## src/hw/lsu_settings.svh

```systemverilog
//----------------------------
// Load/store unit constants
// Widths, opcode match values,
// exception codes, queue depth
//----------------------------
`ifndef LSU_SETTINGS_SVH
`define LSU_SETTINGS_SVH

// Datapath widths
`define LSU_XLEN                  32
`define LSU_STRB_W                4
`define LSU_EXC_W                 6

// Exception codes reported on writeback
`define LSU_EXC_NONE              6'd0
`define LSU_EXC_MISALIGNED_LOAD   6'd4
`define LSU_EXC_FAULT_LOAD        6'd5
`define LSU_EXC_MISALIGNED_STORE  6'd6
`define LSU_EXC_FAULT_STORE       6'd7

// Major opcodes
`define LSU_OPC_LOAD              7'b0000011
`define LSU_OPC_STORE             7'b0100011

// Funct3 access sizes
`define LSU_F3_B                  3'b000
`define LSU_F3_H                  3'b001
`define LSU_F3_W                  3'b010
`define LSU_F3_BU                 3'b100
`define LSU_F3_HU                 3'b101

// Outstanding response entries
`define LSU_QUEUE_DEPTH           2

`endif
```

## src/hw/lsu_pkg.sv

```systemverilog
//----------------------------
// Load/store unit types
// Access size and response tag
//----------------------------
`include "lsu_settings.svh"

package lsu_pkg;

    //----------------------------
    // Access size
    //----------------------------
    // Matches funct3[1:0] of the access
    typedef enum logic [1:0]
    {
        LSU_SIZE_B = 2'd0,
        LSU_SIZE_H = 2'd1,
        LSU_SIZE_W = 2'd2
    } lsu_size_e;

    //----------------------------
    // Response tag
    //----------------------------
    // One per request in flight
    typedef struct packed
    {
        // Full byte address, also the fault address
        logic [`LSU_XLEN-1:0] addr;
        // Load, else store
        logic                 load;
        // Sign extend the result
        logic                 sign_ext;
        lsu_size_e            size;
    } lsu_tag_t;

endpackage

```

## src/hw/lsu_top.sv

```systemverilog
//----------------------------
// Load/store unit top level
// Decode, issue, queue, align
//----------------------------
`timescale 1ns/1ps
`include "lsu_settings.svh"

module lsu_top
(
     input  logic                     clk_i
    ,input  logic                     rst_i
    // Core side
    ,input  logic                     opcode_valid_i
    ,input  logic [`LSU_XLEN-1:0]     opcode_opcode_i
    ,input  logic [`LSU_XLEN-1:0]     opcode_ra_operand_i
    ,input  logic [`LSU_XLEN-1:0]     opcode_rb_operand_i
    ,output logic                     stall_o
    // Memory side
    ,output logic [`LSU_XLEN-1:0]     mem_addr_o
    ,output logic [`LSU_XLEN-1:0]     mem_data_wr_o
    ,output logic                     mem_rd_o
    ,output logic [`LSU_STRB_W-1:0]   mem_wr_o
    ,input  logic                     mem_accept_i
    ,input  logic [`LSU_XLEN-1:0]     mem_data_rd_i
    ,input  logic                     mem_ack_i
    ,input  logic                     mem_error_i
    // Writeback
    ,output logic                     writeback_valid_o
    ,output logic [`LSU_XLEN-1:0]     writeback_value_o
    ,output logic [`LSU_EXC_W-1:0]    writeback_exception_o
);

//----------------------------
// Decode to issue
//----------------------------
logic [`LSU_XLEN-1:0]   dec_addr_w;
logic                   dec_load_w;
logic                   dec_signed_w;
lsu_pkg::lsu_size_e     dec_size_w;
logic                   dec_unaligned_w;
logic                   dec_rd_w;
logic [`LSU_STRB_W-1:0] dec_wr_w;
logic [`LSU_XLEN-1:0]   dec_wr_data_w;

// Issue to queue and align
logic                   push_w;
lsu_pkg::lsu_tag_t      push_tag_w;
logic                   dummy_ack_w;
lsu_pkg::lsu_tag_t      head_tag_w;

lsu_decode u_decode
(
     .opcode_valid_i      (opcode_valid_i)
    ,.opcode_opcode_i     (opcode_opcode_i)
    ,.opcode_ra_operand_i (opcode_ra_operand_i)
    ,.opcode_rb_operand_i (opcode_rb_operand_i)
    ,.addr_o              (dec_addr_w)
    ,.load_o              (dec_load_w)
    // Store flag implied by a nonzero strobe
    ,.store_o             ()
    ,.signed_o            (dec_signed_w)
    ,.size_o              (dec_size_w)
    ,.unaligned_o         (dec_unaligned_w)
    ,.rd_o                (dec_rd_w)
    ,.wr_o                (dec_wr_w)
    ,.wr_data_o           (dec_wr_data_w)
);

lsu_issue u_issue
(
     .clk_i         (clk_i)
    ,.rst_i         (rst_i)
    ,.addr_i        (dec_addr_w)
    ,.load_i        (dec_load_w)
    ,.signed_i      (dec_signed_w)
    ,.size_i        (dec_size_w)
    ,.unaligned_i   (dec_unaligned_w)
    ,.rd_i          (dec_rd_w)
    ,.wr_i          (dec_wr_w)
    ,.wr_data_i     (dec_wr_data_w)
    ,.mem_accept_i  (mem_accept_i)
    ,.mem_ack_i     (mem_ack_i)
    ,.mem_error_i   (mem_error_i)
    ,.mem_addr_o    (mem_addr_o)
    ,.mem_data_wr_o (mem_data_wr_o)
    ,.mem_rd_o      (mem_rd_o)
    ,.mem_wr_o      (mem_wr_o)
    ,.push_o        (push_w)
    ,.push_tag_o    (push_tag_w)
    ,.dummy_ack_o   (dummy_ack_w)
    ,.stall_o       (stall_o)
);

// Pops on a real or a dummy acknowledge
lsu_resp_queue #(.DEPTH(`LSU_QUEUE_DEPTH)) u_queue
(
     .clk_i      (clk_i)
    ,.rst_i      (rst_i)
    ,.push_i     (push_w)
    ,.push_tag_i (push_tag_w)
    ,.pop_i      (mem_ack_i || dummy_ack_w)
    ,.head_tag_o (head_tag_w)
);

lsu_load_align u_align
(
     .mem_ack_i             (mem_ack_i)
    ,.mem_error_i           (mem_error_i)
    ,.mem_data_rd_i         (mem_data_rd_i)
    ,.dummy_ack_i           (dummy_ack_w)
    ,.head_tag_i            (head_tag_w)
    ,.writeback_valid_o     (writeback_valid_o)
    ,.writeback_value_o     (writeback_value_o)
    ,.writeback_exception_o (writeback_exception_o)
);

endmodule

```

## src/hw/lsu_load_align.sv

```systemverilog
//----------------------------
// Writeback formatting
// Load extraction, extension and
// exception coding
//----------------------------
`timescale 1ns/1ps
`include "lsu_settings.svh"

module lsu_load_align
(
     input  logic                     mem_ack_i
    ,input  logic                     mem_error_i
    ,input  logic [`LSU_XLEN-1:0]     mem_data_rd_i
    ,input  logic                     dummy_ack_i
    ,input  lsu_pkg::lsu_tag_t        head_tag_i
    ,output logic                     writeback_valid_o
    ,output logic [`LSU_XLEN-1:0]     writeback_value_o
    ,output logic [`LSU_EXC_W-1:0]    writeback_exception_o
);

logic       bus_fault_w;
logic [7:0] byte_w;
logic [15:0] half_w;

assign bus_fault_w = mem_ack_i && mem_error_i;

//----------------------------
// Lane select
//----------------------------
always_comb
begin
    case (head_tag_i.addr[1:0])
    2'd3:    byte_w = mem_data_rd_i[31:24];
    2'd2:    byte_w = mem_data_rd_i[23:16];
    2'd1:    byte_w = mem_data_rd_i[15:8];
    default: byte_w = mem_data_rd_i[7:0];
    endcase
end

assign half_w = head_tag_i.addr[1] ? mem_data_rd_i[31:16] : mem_data_rd_i[15:0];

// Result or fault address
always_comb
begin
    writeback_value_o = '0;
    if (bus_fault_w || dummy_ack_i)
        writeback_value_o = head_tag_i.addr;
    else if (mem_ack_i && head_tag_i.load)
    begin
        case (head_tag_i.size)
        lsu_pkg::LSU_SIZE_B:
            writeback_value_o = {{24{head_tag_i.sign_ext && byte_w[7]}}, byte_w};
        lsu_pkg::LSU_SIZE_H:
            writeback_value_o = {{16{head_tag_i.sign_ext && half_w[15]}}, half_w};
        default:
            writeback_value_o = mem_data_rd_i;
        endcase
    end
end

assign writeback_valid_o = mem_ack_i || dummy_ack_i;

// Misaligned before bus error
assign writeback_exception_o =
    (dummy_ack_i &&  head_tag_i.load) ? `LSU_EXC_MISALIGNED_LOAD  :
    (dummy_ack_i && !head_tag_i.load) ? `LSU_EXC_MISALIGNED_STORE :
    (bus_fault_w &&  head_tag_i.load) ? `LSU_EXC_FAULT_LOAD       :
    (bus_fault_w && !head_tag_i.load) ? `LSU_EXC_FAULT_STORE      :
                                        `LSU_EXC_NONE;

endmodule

```

## src/hw/lsu_resp_queue.sv

```systemverilog
//----------------------------
// Response tag queue
// Pointer and count FIFO
//----------------------------
`timescale 1ns/1ps
`include "lsu_settings.svh"

module lsu_resp_queue
#(
    // Power of two, 2 or more
    parameter int DEPTH = `LSU_QUEUE_DEPTH
)
(
     input  logic                 clk_i
    ,input  logic                 rst_i
    ,input  logic                 push_i
    ,input  lsu_pkg::lsu_tag_t    push_tag_i
    ,input  logic                 pop_i
    ,output lsu_pkg::lsu_tag_t    head_tag_o
);

localparam int ADDR_W = $clog2(DEPTH);
localparam int CNT_W  = ADDR_W + 1;

lsu_pkg::lsu_tag_t  ram_q [DEPTH-1:0];
logic [ADDR_W-1:0]  rd_ptr_q;
logic [ADDR_W-1:0]  wr_ptr_q;
logic [CNT_W-1:0]   count_q;
logic               push_ok_w;
logic               pop_ok_w;

// Full drops the push, empty drops the pop
assign push_ok_w = push_i && (count_q != CNT_W'(DEPTH));
assign pop_ok_w  = pop_i && (count_q != '0);

always_ff @(posedge clk_i)
begin
    if (rst_i)
    begin
        rd_ptr_q <= '0;
        wr_ptr_q <= '0;
        count_q  <= '0;
    end
    else
    begin
        if (push_ok_w)
            wr_ptr_q <= wr_ptr_q + 1'b1;
        if (pop_ok_w)
            rd_ptr_q <= rd_ptr_q + 1'b1;
        // Simultaneous push and pop keeps the count
        case ({push_ok_w, pop_ok_w})
        2'b10:   count_q <= count_q + 1'b1;
        2'b01:   count_q <= count_q - 1'b1;
        default: count_q <= count_q;
        endcase
    end
end

// Tag storage
always_ff @(posedge clk_i)
begin
    if (push_ok_w)
        ram_q[wr_ptr_q] <= push_tag_i;
end

assign head_tag_o = ram_q[rd_ptr_q];

endmodule

```

## src/hw/lsu_issue.sv

```systemverilog
//----------------------------
// Request stage of the LSU
// Outstanding tracking, squash,
// dummy acknowledge and stall
//----------------------------
`timescale 1ns/1ps
`include "lsu_settings.svh"

module lsu_issue
(
     input  logic                     clk_i
    ,input  logic                     rst_i
    ,input  logic [`LSU_XLEN-1:0]     addr_i
    ,input  logic                     load_i
    ,input  logic                     signed_i
    ,input  lsu_pkg::lsu_size_e       size_i
    ,input  logic                     unaligned_i
    ,input  logic                     rd_i
    ,input  logic [`LSU_STRB_W-1:0]   wr_i
    ,input  logic [`LSU_XLEN-1:0]     wr_data_i
    ,input  logic                     mem_accept_i
    ,input  logic                     mem_ack_i
    ,input  logic                     mem_error_i
    ,output logic [`LSU_XLEN-1:0]     mem_addr_o
    ,output logic [`LSU_XLEN-1:0]     mem_data_wr_o
    ,output logic                     mem_rd_o
    ,output logic [`LSU_STRB_W-1:0]   mem_wr_o
    ,output logic                     push_o
    ,output lsu_pkg::lsu_tag_t        push_tag_o
    ,output logic                     dummy_ack_o
    ,output logic                     stall_o
);

logic [`LSU_XLEN-1:0]   addr_q;
logic [`LSU_XLEN-1:0]   data_q;
logic                   rd_q;
logic [`LSU_STRB_W-1:0] wr_q;
logic                   load_q;
logic                   signed_q;
lsu_pkg::lsu_size_e     size_q;
logic                   unaligned_e1_q;
logic                   unaligned_e2_q;
logic                   pending_q;
logic                   req_q_w;
logic                   req_vis_w;
logic                   issue_w;
logic                   ack_ok_w;
logic                   ack_err_w;
logic                   delay_w;
logic                   flush_w;
logic                   advance_w;
logic                   take_w;

//----------------------------
// Outstanding access
//----------------------------
assign req_q_w   = rd_q || (|wr_q);
assign req_vis_w = mem_rd_o || (|mem_wr_o);
assign issue_w   = req_vis_w && mem_accept_i;
assign ack_ok_w  = mem_ack_i && !mem_error_i;
assign ack_err_w = mem_ack_i && mem_error_i;

// New issue wins over a completing one
always_ff @(posedge clk_i)
begin
    if (rst_i)
        pending_q <= 1'b0;
    else if (issue_w)
        pending_q <= 1'b1;
    else if (mem_ack_i)
        pending_q <= 1'b0;
end

// Older response is late
assign delay_w = pending_q && !ack_ok_w;

// Dummy ack one cycle after the misaligned stage
always_ff @(posedge clk_i)
begin
    if (rst_i)
        unaligned_e2_q <= 1'b0;
    else
        unaligned_e2_q <= unaligned_e1_q && !delay_w;
end

//----------------------------
// Stage control
//----------------------------
// Fault being reported, drop whatever is in the stage
assign flush_w   = ack_err_w || unaligned_e2_q;
assign advance_w = !flush_w && !((req_q_w || unaligned_e1_q) && delay_w) &&
                   !(req_vis_w && !mem_accept_i);
// Only a taken opcode enters the stage
assign take_w    = advance_w && !stall_o;

always_ff @(posedge clk_i)
begin
    if (rst_i || flush_w)
    begin
        rd_q           <= 1'b0;
        wr_q           <= '0;
        unaligned_e1_q <= 1'b0;
    end
    else if (advance_w)
    begin
        rd_q           <= rd_i && take_w;
        wr_q           <= wr_i & {`LSU_STRB_W{take_w}};
        unaligned_e1_q <= unaligned_i && take_w;
    end
end

// Payload follows the taken opcode
always_ff @(posedge clk_i)
begin
    if (take_w)
    begin
        addr_q   <= addr_i;
        data_q   <= wr_data_i;
        load_q   <= load_i;
        signed_q <= signed_i;
        size_q   <= size_i;
    end
end

//----------------------------
// Outputs
//----------------------------
assign mem_addr_o    = {addr_q[`LSU_XLEN-1:2], 2'b00};
assign mem_data_wr_o = data_q;
// Masked while an older ack is outstanding
assign mem_rd_o      = rd_q && !delay_w;
assign mem_wr_o      = wr_q & {`LSU_STRB_W{!delay_w}};

// Accepted request, or misaligned access leaving the stage
assign push_o        = issue_w || (unaligned_e1_q && !delay_w);

always_comb
begin
    push_tag_o.addr     = addr_q;
    push_tag_o.load     = load_q;
    push_tag_o.sign_ext = signed_q;
    push_tag_o.size     = size_q;
end

assign dummy_ack_o   = unaligned_e2_q;
assign stall_o       = (req_vis_w && !mem_accept_i) || delay_w || unaligned_e1_q;

endmodule

```

## src/hw/lsu_decode.sv

```systemverilog
//----------------------------
// Load/store opcode decode
// Address generation, alignment,
// store lane placement
//----------------------------
`timescale 1ns/1ps
`include "lsu_settings.svh"

module lsu_decode
(
     input  logic                     opcode_valid_i
    ,input  logic [`LSU_XLEN-1:0]     opcode_opcode_i
    ,input  logic [`LSU_XLEN-1:0]     opcode_ra_operand_i
    ,input  logic [`LSU_XLEN-1:0]     opcode_rb_operand_i
    ,output logic [`LSU_XLEN-1:0]     addr_o
    ,output logic                     load_o
    ,output logic                     store_o
    ,output logic                     signed_o
    ,output lsu_pkg::lsu_size_e       size_o
    ,output logic                     unaligned_o
    ,output logic                     rd_o
    ,output logic [`LSU_STRB_W-1:0]   wr_o
    ,output logic [`LSU_XLEN-1:0]     wr_data_o
);

logic [6:0]             major_w;
logic [2:0]             funct3_w;
logic                   load_w;
logic                   store_w;
logic [`LSU_XLEN-1:0]   imm_i_w;
logic [`LSU_XLEN-1:0]   imm_s_w;
logic [`LSU_XLEN-1:0]   addr_w;
lsu_pkg::lsu_size_e     size_w;
logic                   unaligned_w;

//----------------------------
// Opcode match
//----------------------------
assign major_w  = opcode_opcode_i[6:0];
assign funct3_w = opcode_opcode_i[14:12];

// Only the RV32 sizes are legal, LWU is not
assign load_w  = opcode_valid_i && (major_w == `LSU_OPC_LOAD) &&
                 ((funct3_w == `LSU_F3_B)  || (funct3_w == `LSU_F3_H) ||
                  (funct3_w == `LSU_F3_W)  || (funct3_w == `LSU_F3_BU) ||
                  (funct3_w == `LSU_F3_HU));
assign store_w = opcode_valid_i && (major_w == `LSU_OPC_STORE) &&
                 ((funct3_w == `LSU_F3_B) || (funct3_w == `LSU_F3_H) ||
                  (funct3_w == `LSU_F3_W));

//----------------------------
// Effective address
//----------------------------
// I-type for loads
assign imm_i_w = {{(`LSU_XLEN-12){opcode_opcode_i[31]}}, opcode_opcode_i[31:20]};
// S-type for stores
assign imm_s_w = {{(`LSU_XLEN-12){opcode_opcode_i[31]}}, opcode_opcode_i[31:25],
                  opcode_opcode_i[11:7]};
assign addr_w  = opcode_ra_operand_i + (store_w ? imm_s_w : imm_i_w);

// Size from the low funct3 bits
always_comb
begin
    case (funct3_w[1:0])
    2'b00:   size_w = lsu_pkg::LSU_SIZE_B;
    2'b01:   size_w = lsu_pkg::LSU_SIZE_H;
    default: size_w = lsu_pkg::LSU_SIZE_W;
    endcase
end

// Halfword on odd byte, word off a 4 byte boundary
always_comb
begin
    unaligned_w = 1'b0;
    if (load_w || store_w)
    begin
        case (size_w)
        lsu_pkg::LSU_SIZE_H: unaligned_w = addr_w[0];
        lsu_pkg::LSU_SIZE_W: unaligned_w = |addr_w[1:0];
        default:             unaligned_w = 1'b0;
        endcase
    end
end

//----------------------------
// Store lanes
//----------------------------
always_comb
begin
    wr_o      = '0;
    wr_data_o = '0;
    if (store_w && !unaligned_w)
    begin
        case (size_w)
        lsu_pkg::LSU_SIZE_B:
        begin
            // Byte copied to every lane, strobe picks one
            wr_data_o = {4{opcode_rb_operand_i[7:0]}};
            wr_o      = 4'b0001 << addr_w[1:0];
        end
        lsu_pkg::LSU_SIZE_H:
        begin
            wr_data_o = {2{opcode_rb_operand_i[15:0]}};
            wr_o      = addr_w[1] ? 4'b1100 : 4'b0011;
        end
        default:
        begin
            wr_data_o = opcode_rb_operand_i;
            wr_o      = 4'b1111;
        end
        endcase
    end
end

assign addr_o      = addr_w;
assign load_o      = load_w;
assign store_o     = store_w;
assign signed_o    = load_w && !funct3_w[2];
assign size_o      = size_w;
assign unaligned_o = unaligned_w;
// No memory read for a misaligned load
assign rd_o        = load_w && !unaligned_w;

endmodule

```

## config.mk

```make
export PLATFORM = sky130hd
export DESIGN_NAME = lsu_top
export DESIGN_NICKNAME = d
export VERILOG_FILES = /design/src/hw/lsu_pkg.sv /design/src/hw/lsu_top.sv /design/src/hw/lsu_load_align.sv /design/src/hw/lsu_resp_queue.sv /design/src/hw/lsu_issue.sv /design/src/hw/lsu_decode.sv
export VERILOG_INCLUDE_DIRS = /design/src /design/src/hw
export SDC_FILE = /design/constraint.sdc
export NUM_CORES = 1
export LEC_CHECK = 0
export ABC_AREA = 1
export BUFFER_PORTS_ARGS = -buffer_cell sky130_fd_sc_hd__buf_2
export CAP_MARGIN = 20
export CORE_MARGIN = 2
export CORE_UTILIZATION = 40
export DETAILED_ROUTE_END_ITERATION = 8
export SLEW_MARGIN = 10
export SYNTH_ARGS = -nofsm -noshare
export SYNTH_HDL_FRONTEND = slang
export SYNTH_SLANG_ARGS = --single-unit
```

## constraint.sdc

```tcl
create_clock -name clk_i -period 3.96 [get_ports clk_i]
set_input_delay 0.792 -clock clk_i [delete_from_list [all_inputs] [get_ports clk_i]]
set_output_delay 0.792 -clock clk_i [all_outputs]
set_load 0.005 [all_outputs]
```

==> results.sh <==
export IMPL_routed_wl_met2_mm=12.32
export IMPL_die_area_sq_um=25700
export IMPL_drive_gt1_share_pct=19.82
export IMPL_core_area_sq_um=24180
export IMPL_postRouteAntennaNets=0
export IMPL_track_usage_pct=20.24
export IMPL_clock_skew_ns=0.01266
export IMPL_relSlewSlack_pct=60.25
export IMPL_cts_buffers=17
export IMPL_grt_first_pass_wirelength_mm=41.16
export IMPL_period_share_pct=89.23
export IMPL_ys_seq_area_share_pct=45.69
export IMPL_crit_path_max_fanout=31
export IMPL_place_detailed_hpwl_mm=20.61
export IMPL_status="completed"
export IMPL_r2r_start="u_issue.wr_q[2]"
export IMPL_post_place_ws_ns=0.3190
export IMPL_place_congestion=0.9180
export IMPL_fin_setup_tns_ns=0
export IMPL_post_cts_resized=0
export IMPL_layout_common_cells="nand2_1, buf_2, inv_1"
export IMPL_cts_hold_buf=0
export IMPL_worstHoldStart="u_queue.rd_ptr_q"
export IMPL_layout_commonest_cell="nand2_1"
export IMPL_clock_sinks=153
export IMPL_max_stage_delay_ns=0.50
export IMPL_place_area_sq_um=11040
export IMPL_synth_cells=1319
export IMPL_timing_fmax_mhz=283.0
export IMPL_cts_tree="yes"
export IMPL_fin_nets=1688
export IMPL_ir_worst_vdd_uv=248.3
export IMPL_critPathArrivalTime_ns=2.74
export IMPL_drv_slew=0
export IMPL_p_leak_nw=6.159
export IMPL_wl_met1_mm=11.81
export IMPL_vias=8640
export IMPL_drt_pass1_iterations=6
export IMPL_drc=0
export IMPL_met3_length_mm=1.238
export IMPL_pin_count=243
export IMPL_root_buffer="clkbuf_16"
export IMPL_yosys_warnings=0
export IMPL_hold_viol_final=0
export IMPL_fillers=2492
export IMPL_avgSynthCellArea_sq_um=7.409
export IMPL_start_util_pct=40.42
export IMPL_top_layer="met5"
export IMPL_synth_seq_cells=153
export IMPL_crit_path_frequent_cell="nand2_1"
export IMPL_synth_cell_type_count=38
export IMPL_setup_viol=0
export IMPL_worstSetupStartpointType="register"
export IMPL_die_w_um=160.3
export IMPL_post_cts_buffers=0
export IMPL_routed_wirelength_mm=26.00
export IMPL_globalRoute_totalOverflow=0
export IMPL_endpoint_kind="primary output"
export IMPL_drt_iter0_drc=509
export IMPL_fp_dieH_um=160.3
export IMPL_worstPathCellList="inv_2, nand2_1, nand2_2, inv_2, nand2_2, nor2_4, nand3_4, nand3_4, nand2_1, nand2_1, buf_2"
export IMPL_finish_instance_area_sq_um=11630
export IMPL_clk_pin_slew_ns=0.07
export IMPL_wl_per_cell_um=13.99
export IMPL_fin_ws_ns=0.4264
export IMPL_rsz0062_at_grt="no"
export IMPL_area_delta_synth_final_pct=19.04
export IMPL_syn_area_sq_um=9772
export IMPL_p_per_area_nw_per_um2=361.8
export IMPL_required_ns=3.17
export IMPL_slowest_stage="dfxtp_1"
export IMPL_cap_violations=0
export IMPL_grt_max_degree=37
export IMPL_vias_per_cell=4.648
export IMPL_insertion_delay_ns=0.42
export IMPL_antenna_found_initial=3
export IMPL_grt_pass1_vias=8084
export IMPL_power_mw=4.208
export IMPL_io_buffers=232
export IMPL_hold_class="reg2reg"
export IMPL_layout_min_cycle_time_ns=3.534
export IMPL_cts_buffer_depth=2
export IMPL_cts_max_level=4
export IMPL_row_count=57
export IMPL_worst_slew_pin_slew_ns=0.5956
export IMPL_path_class="reg2out"
## logic make-up after synthesis
| group | share of synthesized area [%] |
|---|---|
| flip-flops | 45.69 |
| adder cells (fa/ha/maj) | 4.302 |
| XOR/XNOR | 1.613 |
| AND/OR/NAND/NOR | 31.46 |
| AO/OA/AOI/OAI | 5.621 |
| other | 0.03838 |
| buffers and inverters | 11.28 |
## where the power goes
part	total (mW)	internal, mW	switching (mW)
Clock	1.59	0.896	0.696
Combinational	0.666	0.252	0.414
Sequential	1.95	1.89	0.0642
## layer usage
metal	vias up	GRT usage, %
met5	-	0
met1	3828	26.69
met3	40	3.538
met2	243	33.77
met4	2	7.002
li1	4527	-
## metrics by stage
stage          hold slack, ns  utilization, %  cells
2_1_floorplan          0.4215               -   1323
3_3_place_gp           0.4264           45.68   1826
3_5_place_dp           0.4389           45.68   1826
4_1_cts                0.4549           48.10   1858
5_1_grt                0.4729           48.10   1858
6_report               0.4537           48.11   1859
## final cells by class
class | instances | area, sq um | area share, %
Timing Repair Buffer | 241 | 1241 | 10.67
Inverter | 189 | 709.4 | 6.099
Multi-Input combinational cell | 919 | 4223 | 36.30
Tap cell | 324 | 405.4 | 3.485
Clock inverter | 14 | 157.7 | 1.355
Sequential cell | 153 | 4464 | 38.38
Clock buffer | 18 | 429.2 | 3.689
Antenna cell | 1 | 2.502 | 0.02151
## worst max-delay path: cells and delay by family (launching register included)
family,cells,cell delay [ns]
buffers and inverters,3,0.70
flip-flops,1,0.50
AND/OR/NAND/NOR,8,1.12
## final timing paths
kind,end,slack (ns),depth (start not counted)
max,writeback_value_o[22],0.43,11
min,u_queue.rd_ptr_q,0.45,1
max reg2reg,u_issue.mem_data_wr_o[20],1.97,6
min reg2reg,u_queue.rd_ptr_q,0.45,1
## flip-flops by register name, summed over array words and instances, names as in the netlist, 2 cells and up, named ones only
| name | cells |
|---|---|
| u_queue.ram_q | 72 |
| u_issue.addr_q | 32 |
| u_issue.size_q | 2 |
| u_issue.wr_q | 4 |
| u_queue.count_q | 2 |
| u_issue.mem_data_wr_o | 32 |
## synth_stat cells (all sizes together)
cell	instances	area, sq um
nand2	516	1967
edfxtp	140	4204
a21o	1	7.510
o21bai	1	7.510
and3	1	6.260
nor2	151	576.8
buf	50	347.8
xor2	16	140.1
clkbuf	12	45.04
nand3b	2	15.01
nor3	7	35.03
o21ai	27	138.9
nand4	10	62.56
fa	1	20.02
o21a	1	7.510
and2	4	25.02
a21oi	66	330.3
nand3	64	355.3
dfxtp	13	260.3
ha	32	400.4
a22oi	1	12.51
or2	5	31.28
inv	189	709.4
conb	1	3.750
o211ai	6	45.04
xnor2	2	17.52
Note: power is estimated with default switching activity, not from simulation.
